--- src/rtl/jtag_pkg.sv ---
package jtag_pkg;

    // instruction register length, fixed by the instruction enum
    localparam int IR_WIDTH = 5;

    // width of the IDCODE and custom data registers
    localparam int DR_WIDTH = 32;

    // IEEE 1149.1 TAP controller states
    typedef enum logic [3:0] {
        tap_test_logic_reset = 4'h0,
        tap_run_test_idle    = 4'h1,
        tap_select_dr_scan   = 4'h2,
        tap_capture_dr       = 4'h3,
        tap_shift_dr         = 4'h4,
        tap_exit1_dr         = 4'h5,
        tap_pause_dr         = 4'h6,
        tap_exit2_dr         = 4'h7,
        tap_update_dr        = 4'h8,
        tap_select_ir_scan   = 4'h9,
        tap_capture_ir       = 4'hA,
        tap_shift_ir         = 4'hB,
        tap_exit1_ir         = 4'hC,
        tap_pause_ir         = 4'hD,
        tap_exit2_ir         = 4'hE,
        tap_update_ir        = 4'hF
    } tap_state_t;

    // instruction codes, any code not listed acts as bypass
    typedef enum logic [IR_WIDTH-1:0] {
        instr_idcode = 5'h01,
        instr_custom = 5'h0A,
        instr_dmi    = 5'h11,
        instr_bypass = 5'h1F
    } instr_t;

endpackage

--- src/rtl/dmi_pkg.sv ---
package dmi_pkg;

    localparam int DMI_ADDR_WIDTH = 10;
    localparam int DMI_DATA_WIDTH = 32;

    // outgoing op field, debugger towards the debug module
    typedef enum logic [1:0] {
        dmi_op_nop      = 2'd0,
        dmi_op_read     = 2'd1,
        dmi_op_write    = 2'd2,
        dmi_op_reserved = 2'd3
    } dmi_op_t;

    // 44-bit dmi register, op sits in the bits shifted first
    typedef struct packed {
        logic [DMI_ADDR_WIDTH-1:0] addr;
        logic [DMI_DATA_WIDTH-1:0] data;
        dmi_op_t                   op;
    } dmi_reg_t;

    // request as presented to the debug module side
    typedef struct packed {
        logic [DMI_ADDR_WIDTH-1:0] addr;
        logic [DMI_DATA_WIDTH-1:0] data;
    } dmi_req_t;

endpackage

--- src/rtl/tck_edge_detect.sv ---
`timescale 1ns/100ps

module tck_edge_detect
#(
    parameter int SYNC_STAGES = 2
)
(
    input  logic clk,
    input  logic rst_n,
    input  logic tck,
    input  logic tms,
    input  logic tdi,
    output logic tck_rise,
    output logic tck_fall,
    output logic tms_s,
    output logic tdi_s
);

    // synchronizer chains, needs at least two stages
    logic [SYNC_STAGES-1:0] tck_sync;
    logic [SYNC_STAGES-1:0] tms_sync;
    logic [SYNC_STAGES-1:0] tdi_sync;
    logic                   tck_prev;

    always_ff @(posedge clk)
    begin
        if (!rst_n)
        begin
            tck_sync <= '0;
            tms_sync <= '0;
            tdi_sync <= '0;
            tck_prev <= 1'b0;
            tck_rise <= 1'b0;
            tck_fall <= 1'b0;
            tms_s    <= 1'b0;
            tdi_s    <= 1'b0;
        end
        else
        begin
            tck_sync <= {tck_sync[SYNC_STAGES-2:0], tck};
            tms_sync <= {tms_sync[SYNC_STAGES-2:0], tms};
            tdi_sync <= {tdi_sync[SYNC_STAGES-2:0], tdi};
            tck_prev <= tck_sync[SYNC_STAGES-1];
            // edge pulses from the last two tck samples
            tck_rise <= tck_sync[SYNC_STAGES-1] & ~tck_prev;
            tck_fall <= ~tck_sync[SYNC_STAGES-1] & tck_prev;
            // one extra stage keeps tms and tdi in step with the pulses
            tms_s    <= tms_sync[SYNC_STAGES-1];
            tdi_s    <= tdi_sync[SYNC_STAGES-1];
        end
    end

endmodule

--- src/rtl/tap_controller.sv ---
`timescale 1ns/100ps

module tap_controller
    import jtag_pkg::*;
(
    input  logic       clk,
    input  logic       rst_n,
    input  logic       tck_rise,
    input  logic       tms_s,
    output tap_state_t state
);

    tap_state_t next_state;

    // standard 1149.1 transition table, tms selects the branch
    always_comb
    begin
        next_state = state;
        case (state)
            tap_test_logic_reset:
                next_state = tms_s ? tap_test_logic_reset : tap_run_test_idle;
            tap_run_test_idle:
                next_state = tms_s ? tap_select_dr_scan : tap_run_test_idle;
            tap_select_dr_scan:
                next_state = tms_s ? tap_select_ir_scan : tap_capture_dr;
            tap_capture_dr:
                next_state = tms_s ? tap_exit1_dr : tap_shift_dr;
            tap_shift_dr:
                next_state = tms_s ? tap_exit1_dr : tap_shift_dr;
            tap_exit1_dr:
                next_state = tms_s ? tap_update_dr : tap_pause_dr;
            tap_pause_dr:
                next_state = tms_s ? tap_exit2_dr : tap_pause_dr;
            tap_exit2_dr:
                next_state = tms_s ? tap_update_dr : tap_shift_dr;
            tap_update_dr:
                next_state = tms_s ? tap_select_dr_scan : tap_run_test_idle;
            tap_select_ir_scan:
                next_state = tms_s ? tap_test_logic_reset : tap_capture_ir;
            tap_capture_ir:
                next_state = tms_s ? tap_exit1_ir : tap_shift_ir;
            tap_shift_ir:
                next_state = tms_s ? tap_exit1_ir : tap_shift_ir;
            tap_exit1_ir:
                next_state = tms_s ? tap_update_ir : tap_pause_ir;
            tap_pause_ir:
                next_state = tms_s ? tap_exit2_ir : tap_pause_ir;
            tap_exit2_ir:
                next_state = tms_s ? tap_update_ir : tap_shift_ir;
            tap_update_ir:
                next_state = tms_s ? tap_select_dr_scan : tap_run_test_idle;
        endcase
    end

    // advance once per tck rise
    always_ff @(posedge clk)
    begin
        if (!rst_n)
            state <= tap_test_logic_reset;
        else if (tck_rise)
            state <= next_state;
    end

endmodule

--- src/rtl/instruction_register.sv ---
`timescale 1ns/100ps

module instruction_register
    import jtag_pkg::*;
(
    input  logic       clk,
    input  logic       rst_n,
    input  logic       tck_rise,
    input  logic       tdi_s,
    input  tap_state_t state,
    output instr_t     instr,
    output logic       ir_out
);

    logic [IR_WIDTH-1:0] ir_shift;

    assign ir_out = ir_shift[0];

    // capture takes the active instruction, shift brings tdi in at the msb
    always_ff @(posedge clk)
    begin
        if (tck_rise)
        begin
            case (state)
                tap_capture_ir: ir_shift <= instr;
                tap_shift_ir:   ir_shift <= {tdi_s, ir_shift[IR_WIDTH-1:1]};
                default:        ir_shift <= ir_shift;
            endcase
        end
    end

    // test_logic_reset forces IDCODE, independent of tck
    always_ff @(posedge clk)
    begin
        if (!rst_n || state == tap_test_logic_reset)
            instr <= instr_idcode;
        else if (tck_rise && state == tap_update_ir)
            instr <= instr_t'(ir_shift);
    end

endmodule

--- src/rtl/data_registers.sv ---
`timescale 1ns/100ps

module data_registers
    import jtag_pkg::*, dmi_pkg::*;
#(
    parameter logic [DR_WIDTH-1:0] IDCODE_VALUE       = 32'h12345678,
    parameter logic [DR_WIDTH-1:0] CUSTOM_RESET_VALUE = 32'h0A0B0C0D
)
(
    input  logic       clk,
    input  logic       rst_n,
    input  logic       tck_rise,
    input  logic       tck_fall,
    input  logic       tdi_s,
    input  tap_state_t state,
    input  instr_t     instr,
    input  logic       ir_out,
    output logic       tdo,
    output logic       dmi_update,
    output dmi_reg_t   dmi_word
);

    localparam int DMI_WIDTH = $bits(dmi_reg_t);
    localparam int PAD_WIDTH = DMI_WIDTH - DR_WIDTH;

    // one shift register for all wide paths, low bits used for 32-bit ones
    logic [DMI_WIDTH-1:0] dr_shift;
    logic                 bypass_bit;
    logic [DR_WIDTH-1:0]  custom_reg;
    logic                 dr_out;

    always_comb
    begin
        case (instr)
            instr_idcode, instr_custom, instr_dmi: dr_out = dr_shift[0];
            default:                               dr_out = bypass_bit;
        endcase
    end

    always_ff @(posedge clk)
    begin
        if (tck_rise && state == tap_capture_dr)
        begin
            case (instr)
                instr_idcode: dr_shift <= {{PAD_WIDTH{1'b0}}, IDCODE_VALUE};
                instr_custom: dr_shift <= {{PAD_WIDTH{1'b0}}, custom_reg};
                instr_dmi:    dr_shift <= dmi_word;
                default:      bypass_bit <= 1'b0;
            endcase
        end
        else if (tck_rise && state == tap_shift_dr)
        begin
            // path length follows the instruction: 32, 44 or 1 bit
            case (instr)
                instr_idcode, instr_custom:
                    dr_shift[DR_WIDTH-1:0] <= {tdi_s, dr_shift[DR_WIDTH-1:1]};
                instr_dmi:
                    dr_shift <= {tdi_s, dr_shift[DMI_WIDTH-1:1]};
                default:
                    bypass_bit <= tdi_s;
            endcase
        end
    end

    // update stage, idcode and bypass are read only
    always_ff @(posedge clk)
    begin
        if (!rst_n)
        begin
            custom_reg <= CUSTOM_RESET_VALUE;
            dmi_word   <= '0;
            dmi_update <= 1'b0;
        end
        else
        begin
            dmi_update <= 1'b0;
            if (tck_rise && state == tap_update_dr)
            begin
                case (instr)
                    instr_custom:
                        custom_reg <= dr_shift[DR_WIDTH-1:0];
                    instr_dmi:
                    begin
                        dmi_word   <= dmi_reg_t'(dr_shift);
                        dmi_update <= 1'b1;
                    end
                    default:
                        custom_reg <= custom_reg;
                endcase
            end
        end
    end

    // tdo moves on tck fall, so the host samples it before the next rise
    always_ff @(posedge clk)
    begin
        if (!rst_n)
            tdo <= 1'b0;
        else if (tck_fall)
        begin
            case (state)
                tap_shift_ir: tdo <= ir_out;
                tap_shift_dr: tdo <= dr_out;
                default:      tdo <= tdo;
            endcase
        end
    end

endmodule

--- src/rtl/dmi_request.sv ---
`timescale 1ns/100ps

module dmi_request
    import dmi_pkg::*;
(
    input  logic       clk,
    input  logic       rst_n,
    input  logic       dmi_update,
    input  dmi_reg_t   dmi_word,
    output logic       start_read,
    output logic       start_write,
    output logic [7:0] write_data,
    output dmi_req_t   dmi_req
);

    logic is_read;
    logic is_write;

    always_comb
    begin
        is_read  = 1'b0;
        is_write = 1'b0;
        case (dmi_word.op)
            dmi_op_read:  is_read = 1'b1;
            dmi_op_write: is_write = 1'b1;
            // nop and reserved start nothing
            default:      is_read = 1'b0;
        endcase
    end

    // single-cycle strobes, no handshake back
    always_ff @(posedge clk)
    begin
        if (!rst_n)
        begin
            start_read  <= 1'b0;
            start_write <= 1'b0;
        end
        else
        begin
            start_read  <= dmi_update & is_read;
            start_write <= dmi_update & is_write;
        end
    end

    // request fields follow the strobes and hold until the next op
    always_ff @(posedge clk)
    begin
        if (dmi_update && (is_read || is_write))
        begin
            dmi_req.addr <= dmi_word.addr;
            dmi_req.data <= dmi_word.data;
            write_data   <= dmi_word.data[7:0];
        end
    end

endmodule

--- src/rtl/jtag_tap_top.sv ---
`timescale 1ns/100ps

module jtag_tap_top
    import jtag_pkg::*, dmi_pkg::*;
#(
    parameter logic [DR_WIDTH-1:0] IDCODE_VALUE       = 32'h12345678,
    parameter logic [DR_WIDTH-1:0] CUSTOM_RESET_VALUE = 32'h0A0B0C0D,
    parameter int                  SYNC_STAGES        = 2
)
(
    input  logic       clk,
    input  logic       rst_n,
    input  logic       tck,
    input  logic       tms,
    input  logic       tdi,
    output logic       tdo,
    output logic       start_read,
    output logic       start_write,
    output logic [7:0] write_data,
    output dmi_req_t   dmi_req
);

    logic       tck_rise;
    logic       tck_fall;
    logic       tms_s;
    logic       tdi_s;
    tap_state_t state;
    instr_t     instr;
    logic       ir_out;
    logic       dmi_update;
    dmi_reg_t   dmi_word;

    // jtag pins into the clk domain
    tck_edge_detect #(
        .SYNC_STAGES (SYNC_STAGES)
    ) u_tck_edge_detect (
        .clk      (clk),
        .rst_n    (rst_n),
        .tck      (tck),
        .tms      (tms),
        .tdi      (tdi),
        .tck_rise (tck_rise),
        .tck_fall (tck_fall),
        .tms_s    (tms_s),
        .tdi_s    (tdi_s)
    );

    tap_controller u_tap_controller (
        .clk      (clk),
        .rst_n    (rst_n),
        .tck_rise (tck_rise),
        .tms_s    (tms_s),
        .state    (state)
    );

    instruction_register u_instruction_register (
        .clk      (clk),
        .rst_n    (rst_n),
        .tck_rise (tck_rise),
        .tdi_s    (tdi_s),
        .state    (state),
        .instr    (instr),
        .ir_out   (ir_out)
    );

    data_registers #(
        .IDCODE_VALUE       (IDCODE_VALUE),
        .CUSTOM_RESET_VALUE (CUSTOM_RESET_VALUE)
    ) u_data_registers (
        .clk        (clk),
        .rst_n      (rst_n),
        .tck_rise   (tck_rise),
        .tck_fall   (tck_fall),
        .tdi_s      (tdi_s),
        .state      (state),
        .instr      (instr),
        .ir_out     (ir_out),
        .tdo        (tdo),
        .dmi_update (dmi_update),
        .dmi_word   (dmi_word)
    );

    dmi_request u_dmi_request (
        .clk         (clk),
        .rst_n       (rst_n),
        .dmi_update  (dmi_update),
        .dmi_word    (dmi_word),
        .start_read  (start_read),
        .start_write (start_write),
        .write_data  (write_data),
        .dmi_req     (dmi_req)
    );

endmodule

--- config.mk ---
export PLATFORM = sky130hd
export DESIGN_NAME = jtag_tap_top
export DESIGN_NICKNAME = d
export VERILOG_FILES = /design/src/rtl/jtag_pkg.sv /design/src/rtl/dmi_pkg.sv /design/src/rtl/tck_edge_detect.sv /design/src/rtl/tap_controller.sv /design/src/rtl/instruction_register.sv /design/src/rtl/data_registers.sv /design/src/rtl/dmi_request.sv /design/src/rtl/jtag_tap_top.sv
export SDC_FILE = /design/constraint.sdc
export NUM_CORES = 1
export LEC_CHECK = 0
export ABC_AREA = 1
export BUFFER_PORTS_ARGS = -buffer_cell sky130_fd_sc_hd__buf_4
export CAP_MARGIN = 0
export CORE_ASPECT_RATIO = 0.6
export CORE_MARGIN = 5
export CORE_UTILIZATION = 50
export CTS_BUF_LIST = sky130_fd_sc_hd__clkbuf_8
export DETAILED_ROUTE_END_ITERATION = 12
export GPL_ROUTABILITY_DRIVEN = 0
export GPL_TIMING_DRIVEN = 0
export PLACE_DENSITY = 0.78
export SLEW_MARGIN = 5
export SYNTH_ARGS = -nofsm -noshare
export SYNTH_HDL_FRONTEND = slang
export SYNTH_SLANG_ARGS = --single-unit
--- constraint.sdc ---
create_clock -name clk -period 8.2 [get_ports clk]
set_input_delay 1.64 -clock clk [delete_from_list [all_inputs] [get_ports clk]]
set_output_delay 1.64 -clock clk [all_outputs]
set_load 0.005 [all_outputs]
== After elaboration in Yosys (flattened, before gate mapping) ==
Index checks and enable logic that the tools add are counted.
Storage, ports and cells
  flip-flop bits (word level): 200
  bits of input ports: 5
  output and inout bits: 53
  word-level logic and storage cells: 110
Cells by class
  equality and inequality tests: 23
  muxes and demuxes: 28
  bitwise operators: 6
  reduce and logical (&&, ||, !) cells: 28
Operators by type and width (count)
  $pmux 44 s3: 1
  $mux 44: 2
  $pmux 32 s2: 1
  $pmux 4 s12: 1
  $eq 4x4->1 const B: 8
  $eq 4x3->1 const B: 4
  $mux 4: 4
  $mux 12: 1
  $mux 1: 11
  $pmux 5 s2: 1
  $reduce_and 2->1: 5
  $reduce_and 3->1: 3
  $eq 4x2->1 const B: 2
  $reduce_bool 2->1: 4
  $mux 2: 3
  $mux 3: 2
  $reduce_bool 3->1: 2
  $reduce_or 2->1: 3
  $reduce_or 3->1: 2
  $eq 5x1->1 const B: 1
  $eq 5x4->1 const B: 1
  $eq 5x5->1 const B: 1
  $logic_and 1x1->1: 5
  $and 1x1->1: 4
  10 further kinds: 13

== Depth between registers and ports, before layout ==
Gate-level depths: netlist of the first run.
  depth in word-level cells: 5
  depth in mapped cells: 11
  mapped depth without buffers: 10

== Hierarchy ==
A second synthesis of the first run with hierarchy kept.
Second synthesis, totals
  cell total of the unflattened synthesis: 834
  area total of the unflattened synthesis: 7722.4 um^2
Modules (own cells, without submodules)
  data_registers: instances 1, cells each 613, area an instance 5147.4 um^2, sequential area each 2912.8 um^2
  dmi_request: instances 1, cells each 63, area an instance 1420.1 um^2, sequential area each 1301.2 um^2
  instruction_register: instances 1, cells each 58, area an instance 466.7 um^2, sequential area each 250.2 um^2
  tap_controller: instances 1, cells each 67, area an instance 375.4 um^2, sequential area each 80.1 um^2
  tck_edge_detect: instances 1, cells each 33, area an instance 312.8 um^2, sequential area each 220.2 um^2

== Least setup slack after synthesis of the first run ==
OpenSTA, ideal clock, no wires.
  path type: flip-flop to flip-flop
  start: register, netlist name u_data_registers.dmi_word[0]
  end: register, netlist name u_dmi_request.dmi_req[0]
  library setup time: 0.442 ns
  data arrival time: 2.438 ns
  data required time: 7.758 ns
  setup slack: 5.319 ns
  cell stages (with the launch flop): 4
  buffers on the path: 0
  period minus slack after synthesis: 2.881 ns
  cells stage by stage: dfxtp_1 inv_1 ha_1 nor2_1
On the way
  longest elaborated chain between the ends: 4
  elaborated cells on any way between the ends: 6
  those cells by class: eq/ne: 2; mux: 2; reduce/logical: 2
RTL lines
  $eq 2x1->1 / $eq 2x2->1 (equally long branches): line dmi_request.sv:23  | case (dmi_word.op)
  $mux 1: line dmi_request.sv:23
  $logic_or 1x1->1 (*): line dmi_request.sv:49  | if (dmi_update && (is_read || is_write))
  $logic_and 1x1->1 (*): line dmi_request.sv:49
Every way passes the cells marked *; elsewhere a longest branch is shown, timed or not.
A chain may end at the register's enable or synchronous reset.

== Final worst setup path of the first run ==
  start: input rst_n
  end: register u_data_registers.custom_reg[0]
RTL lines
  start, declared: line jtag_tap_top.sv:12  | input logic rst_n,
  end signal, assigned: line data_registers.sv:81  | custom_reg <= dr_shift[DR_WIDTH-1:0];
  end signal, assigned: line data_registers.sv:88  | custom_reg <= custom_reg;
  end, declared: line data_registers.sv:29  | logic [DR_WIDTH-1:0] custom_reg;
No word-level cell between the ends.

==> metrics.cfg, run 1 <==
[finish]
fin_util=0.586
area_growth_pct=14.2
regArea_mm2=0.00476
fillers=1288
final_nets=871
stdcell_area_mm2=0.00853
drive_gt1_frac=0.149
multiInputGateArea_mm2=0.00229
reg_top3=u_data_registers.dmi_word (44), u_data_registers.dr_shift (44), u_dmi_request.dmi_req (42)
antenna_cells=0

[global_route]
grt_max_degree=33
grt_util_met1=0.300
grt.total_usage=0.189
use_met2=0.261
grt_antenna_before_repair=0
top_usage_layer=met1
grt_pass1_vias=5161
use_met3=0.0362
grt-ovfl-total=0
grt_pass1_wl_um=26800

[cts]
clk_path_buf_depth=2
htree_levels=4
clkLatencyLatePin_ns=0.47
path_clk_slew_ns=0.10
cts_root_buffer=clkbuf_8
postCtsHoldBufs=0
cts_resized=0
numCtsBuffers=17
cts_sinks=192
post_cts_buffers=0
cts_tree=built

[logic_synthesis]
synth_top_area_frac=0.370
avgSynthCellArea_um2=9.47
synth-seq-cells=192
syn_area_mm2=0.00746
synthTopCellsByArea=edfxtp_1, dfxtp_1, nand2_1
yosysTopAreaCell=edfxtp_1
seq_area_frac_synth=0.638
yosysWarnings=0
synth.distinct_cells=26
synthesis.nets=795
synthCells=788

[job]
maxCapViolations=0

[detailed_routing]
vias=5637
drt_iter0_drc=624
avgRoutedWirePerCell_um=15.2
post-route-drc-count=0
vias_per_cell=5.24
totalWireLength_um=16300
ant_nets=0
first_pass_iters=5

[timing]
setup_tns_ns=0
finalCriticalPeriod_ns=2.80
rsz0062_at_grt=false
tightest_slew_ns=1.23
timing.fmax_mhz=357
finalSetupViolCount=0
clock_skew_ns=0.0147
slew_headroom=0.172
fin_crit_sh=0.342
drv_slew=0
hold_viol=0

[critical_path]
r2r.worst_path.cells=5
worstPathArrival_ns=3.13
crit_required_ns=8.53
path_class=input port to register
startpoint_type=input port
cp-startpoint=rst_n
rrSetupSlack_ns=5.49
crit_fanout=10
worstReg2RegStart=u_instruction_register.instr[4]$_SDFFE_PP0P_
endpoint=u_data_registers.custom_reg[0]$_SDFFE_PN1P_
r2r-end=u_data_registers.dr_shift[12]$_DFFE_PP_
endpoint_kind=register

[pwr]
p_leak_uw=0.00355
pwr_density_cell_mw_per_mm2=187
ir_drop_mv=0.0930

[die]
pin_count=58
row_count=34
fp.coreArea_mm2=0.0145
die_w_um=168
die_h_um=105
start_util=0.513
die_area_mm2=0.0176

[worst_hold_path]
hp-start=u_tck_edge_detect.tms_sync[0]$_SDFF_PN0_
hold_depth=2
hp-class=register to register

[outcome]
outcome=finished clean

[placed_design]
io_buffer_count=56
place_area_mm2=0.00817
dpl.hpwl_um=11200

-- worst max-delay path, cell delays in order --
cell	delay [ns]
clkbuf_1	0.37
clkbuf_1	0.46
clkbuf_1	0.50
o211ai_2	0.15
-- cell families after synthesis --
group / count (synthesis) / synth area share
and+or+nand+nor: 379 / 0.203
DFF: 192 / 0.638
AOI/OAI and AO/OA: 127 / 0.0996
buffers and inverters: 88 / 0.0553
adders and majority gates: 2 / 0.00335
-- worst min-delay path by stage --
stage | to | slack [ns]
after floorplan | u_tck_edge_detect.tck_fall$_SDFF_PN0_ | 0.39
after global placement | u_tck_edge_detect.tms_s$_SDFF_PN0_ | 0.39
after detailed placement | u_tck_edge_detect.tck_sync[1]$_SDFF_PN0_ | 0.40
after CTS | u_tck_edge_detect.tck_fall$_SDFF_PN0_ | 0.42
after global routing | u_tck_edge_detect.tck_sync[1]$_SDFF_PN0_ | 0.44
final | u_tck_edge_detect.tms_sync[1]$_SDFF_PN0_ | 0.42
-- synthesized netlist by cell type, drive strengths merged --
| library cell | count |
|---|---|
| nand3 | 41 |
| a22o | 10 |
| o21a | 13 |
| nand2 | 169 |
| nor2 | 167 |
| a21oi | 12 |
| edfxtp | 92 |
| buf | 31 |
| clkbuf | 15 |
| nand3b | 2 |
| ha | 2 |
| inv | 42 |
| a22oi | 6 |
| o211ai | 7 |
| dfxtp | 100 |
| o21ai | 79 |
-- per-stage QoR --
step                      setup slack [ns]  power, uW  hold slack, ns  std cells
after floorplan                       5.32       1030           0.390        788
after global placement                4.37       1040           0.392       1042
after detailed placement              4.94       1040           0.400       1043
final                                 5.40       1590           0.422       1075
after CTS                             5.42       1600           0.421       1075
after global routing                  5.27       1640           0.440       1075
-- power breakdown --
group	switching, uW	internal [uW]
clock network	354	220
logic	14.5	6.10
registers	1.24	996
total	369	1220
-- placed cells by master (no fill, tap or decap), types with 8 or more instances in the layout --
master and n:
nand2_1 168, nor2_1 161, dfxtp_1 100, edfxtp_1 92, o21ai_0 71, buf_4 67, nand3_1 40, inv_1 36
clkbuf_8 17, buf_2 15, clkbuf_1 15, o21a_1 13, a21oi_1 12, a22o_1 10, o21ai_1 8
-- cell type report --
type	count	share of cell area
inverter	42	0.0185
clock inverter	15	0.0148
buffer	46	0.0299
timing repair buffer	57	0.0525
multi-input combinational	508	0.269
sequential	192	0.559
tap	198	0.0290
clock buffer	17	0.0274
-- routing by layer --
layer / wire length [um] / share of wire
met5: 0 / 0
met1: 7980 / 0.49
met3: 1340 / 0.082
met2: 6800 / 0.42
met4: 217 / 0.013
No activity file was read; power rests on OpenSTA's default activity.
==> run 2: changes to the inputs <==
clock period = 2.9 ns   (was 8.2 ns; I/O delays follow)
==> run 2 against run 1 <==
- non-clock buffer count did not move
- worst setup slack got worse by 5.1 ns
- sequential power increased to 2.8 times the previous value
- die area unchanged
- critical path depth rose by 2
- power grew to 2.8 times the previous value
- critical path type is now register to register
- largest cell class unchanged
- cell area barely moved
- sequential share of layout area about the same
- final cell count is the same
- worst hold slack lost 0.14 ns
==> metrics.cfg, run 2 (synthesized netlist as in run 1, its figures left out) <==
[finish]
antenna_cells=0
fin_cells=1075
final_nets=871
fin_util=0.586
fillers=1288
drive_gt1_frac=0.151
final_common_cell=nand2_1
area_growth_pct=14.3
final_cell_mix=nand2_1, nor2_1, dfxtp_1, edfxtp_1, o21ai_0
reg_top3=u_data_registers.dmi_word (44), u_data_registers.dr_shift (44), u_dmi_request.dmi_req (42)

[cts]
cts_sinks=192
clkLatencyLatePin_ns=0.47
post_cts_buffers=0
postCtsHoldBufs=0
numCtsBuffers=17
path_clk_slew_ns=0.10
clk_path_buf_depth=2
cts_root_buffer=clkbuf_8
cts_tree=built
htree_levels=4

[die]
die_w_um=168
start_util=0.513
row_count=34
die_area_mm2=0.0176
die_h_um=105
fp.coreArea_mm2=0.0145
pin_count=58

[placed_design]
place_inst=1043
dpl.hpwl_um=11200
io_buffer_count=56

[global_route]
grt_antenna_before_repair=0
grt_max_degree=33
grt-ovfl-total=0
grt.total_usage=0.189
grt_pass1_wl_um=26800
grt_pass1_vias=5161

[critical_path]
cp_top_family=compound AO/OA/AOI/OAI gates
crit_fanout=12
path_class=register to register
slowest_delay_ns=1.01
startpoint_type=register
crit_required_ns=2.98
worstPathArrival_ns=2.72
slowest_stage=a21oi_1
crit_chain=buf_2, nand2_1, inv_2, nand3_4, buf_1, a21oi_1
worstReg2RegStart=u_tap_controller.state[1]$_SDFFE_PN0P_
cp-startpoint=u_tap_controller.state[1]$_SDFFE_PN0P_
endpoint_kind=register
crit_buf_inv=3

[pwr]
power_uw=4500
ir_drop_mv=0.264
p_leak_uw=0.00327
pwr_density_cell_mw_per_mm2=528

[detailed_routing]
first_pass_iters=5
vias=5631
avgRoutedWirePerCell_um=15.2
post-route-drc-count=0
vias_per_cell=5.24
totalWireLength_um=16300
ant_nets=0
drt_iter0_drc=624

[timing]
fin_crit_sh=0.910
rsz0062_at_grt=false
setup_tns_ns=0
timing.fmax_mhz=379
clock_skew_ns=0.0150
tightest_slew_ns=1.20
finalCriticalPeriod_ns=2.64
hold_viol=0
finalSetupViolCount=0
drv_slew=0
slew_headroom=0.200

[job]
maxCapViolations=0

[outcome]
outcome=finished clean

[worst_hold_path]
hp-class=input port to register
hp-start=tck

run 2: report_power, final:
group          switching [uW]  internal [uW]  total [uW]  leakage, uW
registers                3.49           2820        2820      0.00155
logic                    40.9           17.3        58.2      0.00152
clock network            1000            623        1630     0.000188
total                    1050           3460        4500      0.00327
run 2: timing repair:
| action | in CTS | in global routing |
|---|---|---|
| resized for setup | 0 | 1 |
| endpoints found under the setup margin | 0 | 32 |
| endpoints found under the hold margin | 0 | 0 |
run 2: layout make-up:
cell class	instances	area (um^2)	area share
repair buffers	57	448	0.0525
multi-input cells	508	2290	0.269
inverters	42	161	0.0189
well taps	198	248	0.0290
plain buffers	46	255	0.0299
flip-flops and latches	192	4760	0.558
clock buffers	17	234	0.0274
clock inverters	15	126	0.0148
run 2: through the flow:
| step | worst slack (ns) | hold WS, ns | cell area, um^2 |
|---|---|---|---|
| 6_report | 0.261 | 0.286 | 8530 |
| 5_1_grt | 0.0819 | 0.274 | 8530 |
| 4_1_cts | 0.262 | 0.271 | 8530 |
| 3_5_place_dp | 0.311 | 0.400 | 8170 |
| 3_3_place_gp | -0.930 | 0.392 | 8130 |
| 2_1_floorplan | 0.0193 | 0.390 | 7460 |
run 2: layer usage:
| metal | vias up | track usage | part of all wire |
|---|---|---|---|
| met1 | 2626 | 0.300 | 0.49 |
| met5 | - | 0 | 0 |
| li1 | 2753 | - | - |
| met2 | 229 | 0.261 | 0.42 |
| met4 | 0 | 0.0556 | 0.014 |
| met3 | 23 | 0.0362 | 0.083 |
run 2: path summary, 6_finish.rpt:
| kind | endpoint | slack [ns] | cells after the start |
|---|---|---|---|
| setup / recovery | u_data_registers.dr_shift[43]$_DFFE_PP_ | 0.26 | 6 |
| hold / removal | u_tck_edge_detect.tck_sync[0]$_SDFF_PN0_ | 0.29 | 3 |
| setup reg to reg | u_data_registers.dr_shift[43]$_DFFE_PP_ | 0.26 | 6 |
| hold reg to reg | u_tck_edge_detect.tms_sync[1]$_SDFF_PN0_ | 0.42 | 2 |
run 2: worst min-delay path, delay by kind of cell:
family / cells / cell delay (ns)
AND/OR/NAND/NOR: 1 / 0.04
buffers and inverters: 2 / 0.12
